## src/logic/mcu_pkg.sv

```systemverilog
package mcu_pkg;

    // one image sample, luma or chroma
    localparam int SAMPLE_W = 8;

    // level shift that centers samples around zero for the dct
    localparam logic [SAMPLE_W-1:0] JPEG_BIAS = 8'd128;

    // a level-shifted sample as the dct expects it
    typedef logic signed [SAMPLE_W-1:0] sample_s_t;

    // full resolution input pixel
    typedef struct packed {
        logic [SAMPLE_W-1:0] y;
        logic [SAMPLE_W-1:0] u;
        logic [SAMPLE_W-1:0] v;
    } pixel_t;

    // 8x8 block order inside one 16x16 macroblock
    // y0 y1 on top, y2 y3 below, then cb and cr
    typedef enum logic [2:0] {
        kind_y0 = 3'd0,
        kind_y1 = 3'd1,
        kind_y2 = 3'd2,
        kind_y3 = 3'd3,
        kind_cb = 3'd4,
        kind_cr = 3'd5
    } mcu_kind_e;

    // one write into the strip store, carries its own raster position
    typedef struct packed {
        logic [SAMPLE_W-1:0] luma;
        logic [SAMPLE_W-1:0] chroma;
        logic                luma_valid;
        logic                chroma_valid;
        // set when chroma holds cr, clear for cb
        logic                cr_sel;
        logic [10:0]         x;
        logic [9:0]          line;
    } strip_wr_t;

    // one 8-sample block row, smp[0] is the leftmost column
    typedef struct packed {
        sample_s_t [7:0] smp;
        logic [2:0]      row;
        mcu_kind_e       kind;
    } mcu_row_t;

endpackage
```

## src/logic/chroma_subsample_420.sv

```systemverilog
`timescale 1ns/1ns

module chroma_subsample_420 #(
    parameter int SENSOR_X_SIZE = 1280,
    parameter int SENSOR_Y_SIZE = 720
) (
    input  logic                             clk,
    input  logic                             resetn,
    input  mcu_pkg::pixel_t                  pix_i,
    input  logic                             pix_valid_i,
    output logic                             pix_hold_o,
    input  logic [$clog2(SENSOR_X_SIZE)-1:0] x_size_m1_i,
    input  logic [$clog2(SENSOR_Y_SIZE)-1:0] y_size_m1_i,
    output mcu_pkg::strip_wr_t               wr_o,
    output logic                             wr_valid_o,
    input  logic                             wr_hold_i
);

    localparam int XW = $clog2(SENSOR_X_SIZE);
    localparam int YW = $clog2(SENSOR_Y_SIZE);

    logic [XW-1:0]                x_cnt;
    logic [YW-1:0]                y_cnt;
    // v of the even pixel sent as cr with the odd pixel after it
    logic [mcu_pkg::SAMPLE_W-1:0] v_keep;
    logic                         take;

    // strip store full means we stall too
    assign pix_hold_o = wr_hold_i;
    assign take       = pix_valid_i && !wr_hold_i;

    // raster position wraps at line end and again at frame end
    always_ff @(posedge clk) begin
        if (!resetn) begin
            x_cnt <= '0;
            y_cnt <= '0;
        end else if (take) begin
            if (x_cnt == x_size_m1_i) begin
                x_cnt <= '0;
                if (y_cnt == y_size_m1_i) begin
                    y_cnt <= '0;
                end else begin
                    y_cnt <= y_cnt + 1'b1;
                end
            end else begin
                x_cnt <= x_cnt + 1'b1;
            end
        end
    end

    // output valid freezes along with the payload while held
    always_ff @(posedge clk) begin
        if (!resetn) begin
            wr_valid_o <= 1'b0;
        end else if (!wr_hold_i) begin
            wr_valid_o <= pix_valid_i;
        end
    end

    // payload register
    // every pixel carries luma
    // even lines carry cb on even x and the kept v as cr on odd x
    always_ff @(posedge clk) begin
        if (take) begin
            wr_o.luma         <= pix_i.y;
            wr_o.luma_valid   <= 1'b1;
            wr_o.chroma_valid <= !y_cnt[0];
            wr_o.cr_sel       <= x_cnt[0];
            wr_o.x            <= 11'(x_cnt);
            wr_o.line         <= 10'(y_cnt);
            if (x_cnt[0]) begin
                wr_o.chroma <= v_keep;
            end else begin
                wr_o.chroma <= pix_i.u;
                v_keep      <= pix_i.v;
            end
        end
    end

    // raster position stays inside the programmed frame
    assert property (@(posedge clk) disable iff (!resetn)
        (x_cnt <= x_size_m1_i) && (y_cnt <= y_size_m1_i));

endmodule

```

## config.mk

```make
export PLATFORM = sky130hd
export DESIGN_NAME = chroma_subsample_420
export DESIGN_NICKNAME = d
export VERILOG_FILES = /design/src/logic/mcu_pkg.sv /design/src/logic/chroma_subsample_420.sv
export SDC_FILE = /design/constraint.sdc
export NUM_CORES = 1
export LEC_CHECK = 0
export ABC_AREA = 0
export BUFFER_PORTS_ARGS = -buffer_cell sky130_fd_sc_hd__buf_2
export CAP_MARGIN = 5
export CORE_ASPECT_RATIO = 1.1
export CORE_MARGIN = 10
export CORE_UTILIZATION = 50
export CTS_CLUSTER_DIAMETER = 60
export DETAILED_ROUTE_END_ITERATION = 12
export GPL_ROUTABILITY_DRIVEN = 0
export GPL_TIMING_DRIVEN = 0
export PLACE_DENSITY = 0.84
export SLEW_MARGIN = 15
export SYNTH_ARGS = -nofsm -noshare
export SYNTH_HDL_FRONTEND = slang
export SYNTH_SLANG_ARGS = --single-unit
```

## constraint.sdc

```tcl
create_clock -name clk -period 3.45 [get_ports clk]
set_input_delay 0.345 -clock clk [delete_from_list [all_inputs] [get_ports clk]]
set_output_delay 0.345 -clock clk [all_outputs]
set_load 0.1 [all_outputs]
```

==> run metrics <==
proportion of power drawn by flip-flops and latches=0.490; Synth Flop Type=edfxtp_1; largest family of logic cells by synthesized area=simple AND/OR/NAND/NOR gates; WS Path Type=input pin to flop; skew final=roughly 0.0048 ns; most frequent cells in the layout=89 x buf_2, 46 x edfxtp_1, 22 x dfxtp_1; Clock power frac=0.375; post-synthesis simple-gate area fraction=0.156; post-synthesis compound-gate area fraction=0.0379; part of the power in combinational logic=0.135; H-tree lvl count=3; Die X-Extent=a little over 90 µm; Worst path most repeated cell=buf_4; Chip Height=just under 100 µm; global routing usage on met2=0.236; Routed Antenna Nets=0; WL final=~6400 µm; Remaining DRCs=0; placed cell area=0.00337 mm²; synth-to-layout area growth=26.1%; Yosys Warn Count=0; number of vias per cell=5.10; GRT met1 Usage=0.148; Core Area=0.00543 mm²; Initial Util=0.523; Clock Latency Late Sink=0.34 ns; adder-cell area share of the yosys netlist=0.00882; IO buf count=about 90; GRT Total Usage=0.138; share of post-route cells with drive strength above 1=0.389; Die ar.=0.00909 mm²; Mapped Area=approximately 0.0028 mm²; CP Buf/Inv Count=3; HPWL after DPL=roughly 4700 µm; Power Density=roughly 520 mW/mm²; Lkg Pwr=about 1.4 nW; CP Capture Point=y_cnt[5]; minimum clock period=approximately 2.0 ns; Worst Hold Class=input pin to flop; grt peak-use layer=met2; Worst slew margin=0.542; ys async rst share=0; Worst Tran Pin Value=about 0.7 ns; post-route setup TNS=0 ns; initial DRC count=45; Top Family by Delay on Critical Path=buffers and inverters; MaxCap Viol Count=0; GRT met3 Usage=0.0395; delay of the slowest critical-path stage=about 0.5 ns; register area share after synthesis=0.642; Peak Freq=just over 0.5 GHz; Reg2Reg Setup Slack=approximately 1.7 ns; syn avg cell area=approximately 14 µm²; Synth Net Count=261; EDFF count, synth=46; pin count of the biggest net entering global routing=48; WL/cell=16.4 µm; Post-Syn Instances=210; CTS tree=yes; clk buf depth=2; WP data required=around 3.7 ns; layout net count=360; # hold bufs at CTS=0; commonest non-fill, non-tap cell in the layout=buf_2; Critical Path Stages=8; Sw Share=0.265; Hold Startpoint=pix_i[5]; Detailed Routing Iterations Pass 1=4; RSZ-0062 raised after global routing=no; r2r endpoint=y_cnt[6]; Max VDD drop=approximately 0.31 mV; CP Launch Point=wr_hold_i; # IOs=slightly above 90; #FFs+latches synth=68; Internal=approximately 0.0014 W; CP max FO=47; vias=just under 2000; Pins Over Slew Limit=0; r2r startpoint=y_cnt[1]; Reg clk slew, reported paths=roughly 0.07 ns; Root Driver=clkbuf_8; startpoint types=input pin; sw power=0.000489 W; # setup viols final=0; finished layout cell area=0.00358 mm²; vias in the first global route=around 2000; cts repair resizes=0; grt ovf=0; Final Cycle Share=0.568; postcts setup bufs=0; Critical Path, Cell by Cell=buf_2 > nor2b_1 > buf_4 > nand4_1 > nor3_2 > buf_4 > a2bb2oi_1 > o21ai_1; Slowest-stage cell, CP=buf_4; multiplexer area fraction after synthesis=0.0353; status=finished clean; Synth cell types=39; Worst Reg-to-Reg Cells=5; Critical Path AT=about 2.2 ns; Clock Sinks=between 60 and 70; Final Hold Vio Count=0; Rows=28; TritonCTS buffer count=9; critical path capture point type=flop; n_diodes=0; Synth Area in XOR/XNOR=0.0957; antenna violations before repair=0; first-pass GRT wire length=9980 µm
-- worst register-to-register path, delay by kind of cell, from the launching register on --
kind,cells,cell delay [ns]
AO/OA/AOI/OAI,1,0.12
XOR/XNOR,1,0.10
flip-flops,1,0.46
AND/OR/NAND/NOR,3,1.00
-- power by group through the flow --
stage | Combinational, W | Clock, W | Sequential, W
6_report | 0.000249 | 0.000692 | 0.000904
5_1_grt | 0.000260 | 0.000726 | 0.000905
4_1_cts | 0.000252 | 0.000694 | 0.000904
3_5_place_dp | 0.000251 | 0 | 0.000922
3_3_place_gp | 0.000247 | 0 | 0.000920
2_1_floorplan | 0.0000621 | 0 | 0.00105
-- cell families (layout without fill, tap and decap cells) --
family / after synthesis / after routing
buffers and inverters: 12 / 116
multiplexers: 9 / 9
AO/OA/AOI/OAI: 14 / 14
XOR/XNOR: 31 / 31
adder cells (fa/ha/maj): 2 / 2
AND/OR/NAND/NOR: 73 / 73
flip-flops: 68 / 68
other: 1 / 1
-- sequential cells by signal (all words and copies together) (netlist names) --
register	flops
wr_o	38
v_keep	8
y_cnt	10
x_cnt	11
wr_valid_o	1
-- layout make-up --
type | count | area (µm²)
timing repair buffer | 88 | 440
fill | 431 | 1850
buffer | 11 | 61.3
multi-input combinational | 130 | 951
sequential | 68 | 1820
clock inverter | 5 | 76.3
inverter | 1 | 3.75
tap | 75 | 93.8
clock buffer | 11 | 131
-- routing by layer --
| metal | part of all wire | wire length [µm] |
|---|---|---|
| met5 | 0 | 0 |
| met4 | 0.021 | 135 |
| met3 | 0.073 | 468 |
| met2 | 0.51 | 3250 |
| met1 | 0.40 | 2550 |
-- through the flow --
step | utilization | worst slack, ns | power, W | cells | hold slack, ns
3_3_place_gp | 0.621 | 1.20 | 0.00117 | 373 | 0.413
2_1_floorplan | - | 1.61 | 0.00111 | 210 | 0.406
4_1_cts | 0.659 | 1.45 | 0.00185 | 389 | 0.168
6_report | 0.659 | 1.49 | 0.00185 | 389 | 0.171
5_1_grt | 0.659 | 1.25 | 0.00189 | 389 | 0.163
3_5_place_dp | 0.621 | 1.13 | 0.00117 | 373 | 0.417
-- synth_stat cells (3+ instances only) --
master / n / share of area
o211ai_1: 4 / 0.011
nor2b_1: 5 / 0.011
buf_4: 5 / 0.013
and3_1: 5 / 0.011
xnor2_1: 18 / 0.056
edfxtp_1: 46 / 0.49
nand3_1: 6 / 0.011
clkbuf_1: 4 / 0.0053
xor2_1: 13 / 0.040
nand4_1: 10 / 0.022
or3b_1: 3 / 0.0093
nand2_1: 10 / 0.013
nand3b_1: 7 / 0.019
mux2_2: 8 / 0.032
nor2_1: 13 / 0.017
dfxtp_1: 22 / 0.16
-- how the worst min path moves through the flow --
| stage | to | cells past startpoint |
|---|---|---|
| after floorplan | wr_o[4] | 0 |
| after global placement | wr_o[4] | 0 |
| after detailed placement | wr_o[4] | 0 |
| after CTS | v_keep[5] | 1 |
| after global routing | v_keep[2] | 1 |
| final | v_keep[5] | 1 |
(Power assumes the default switching activity.)
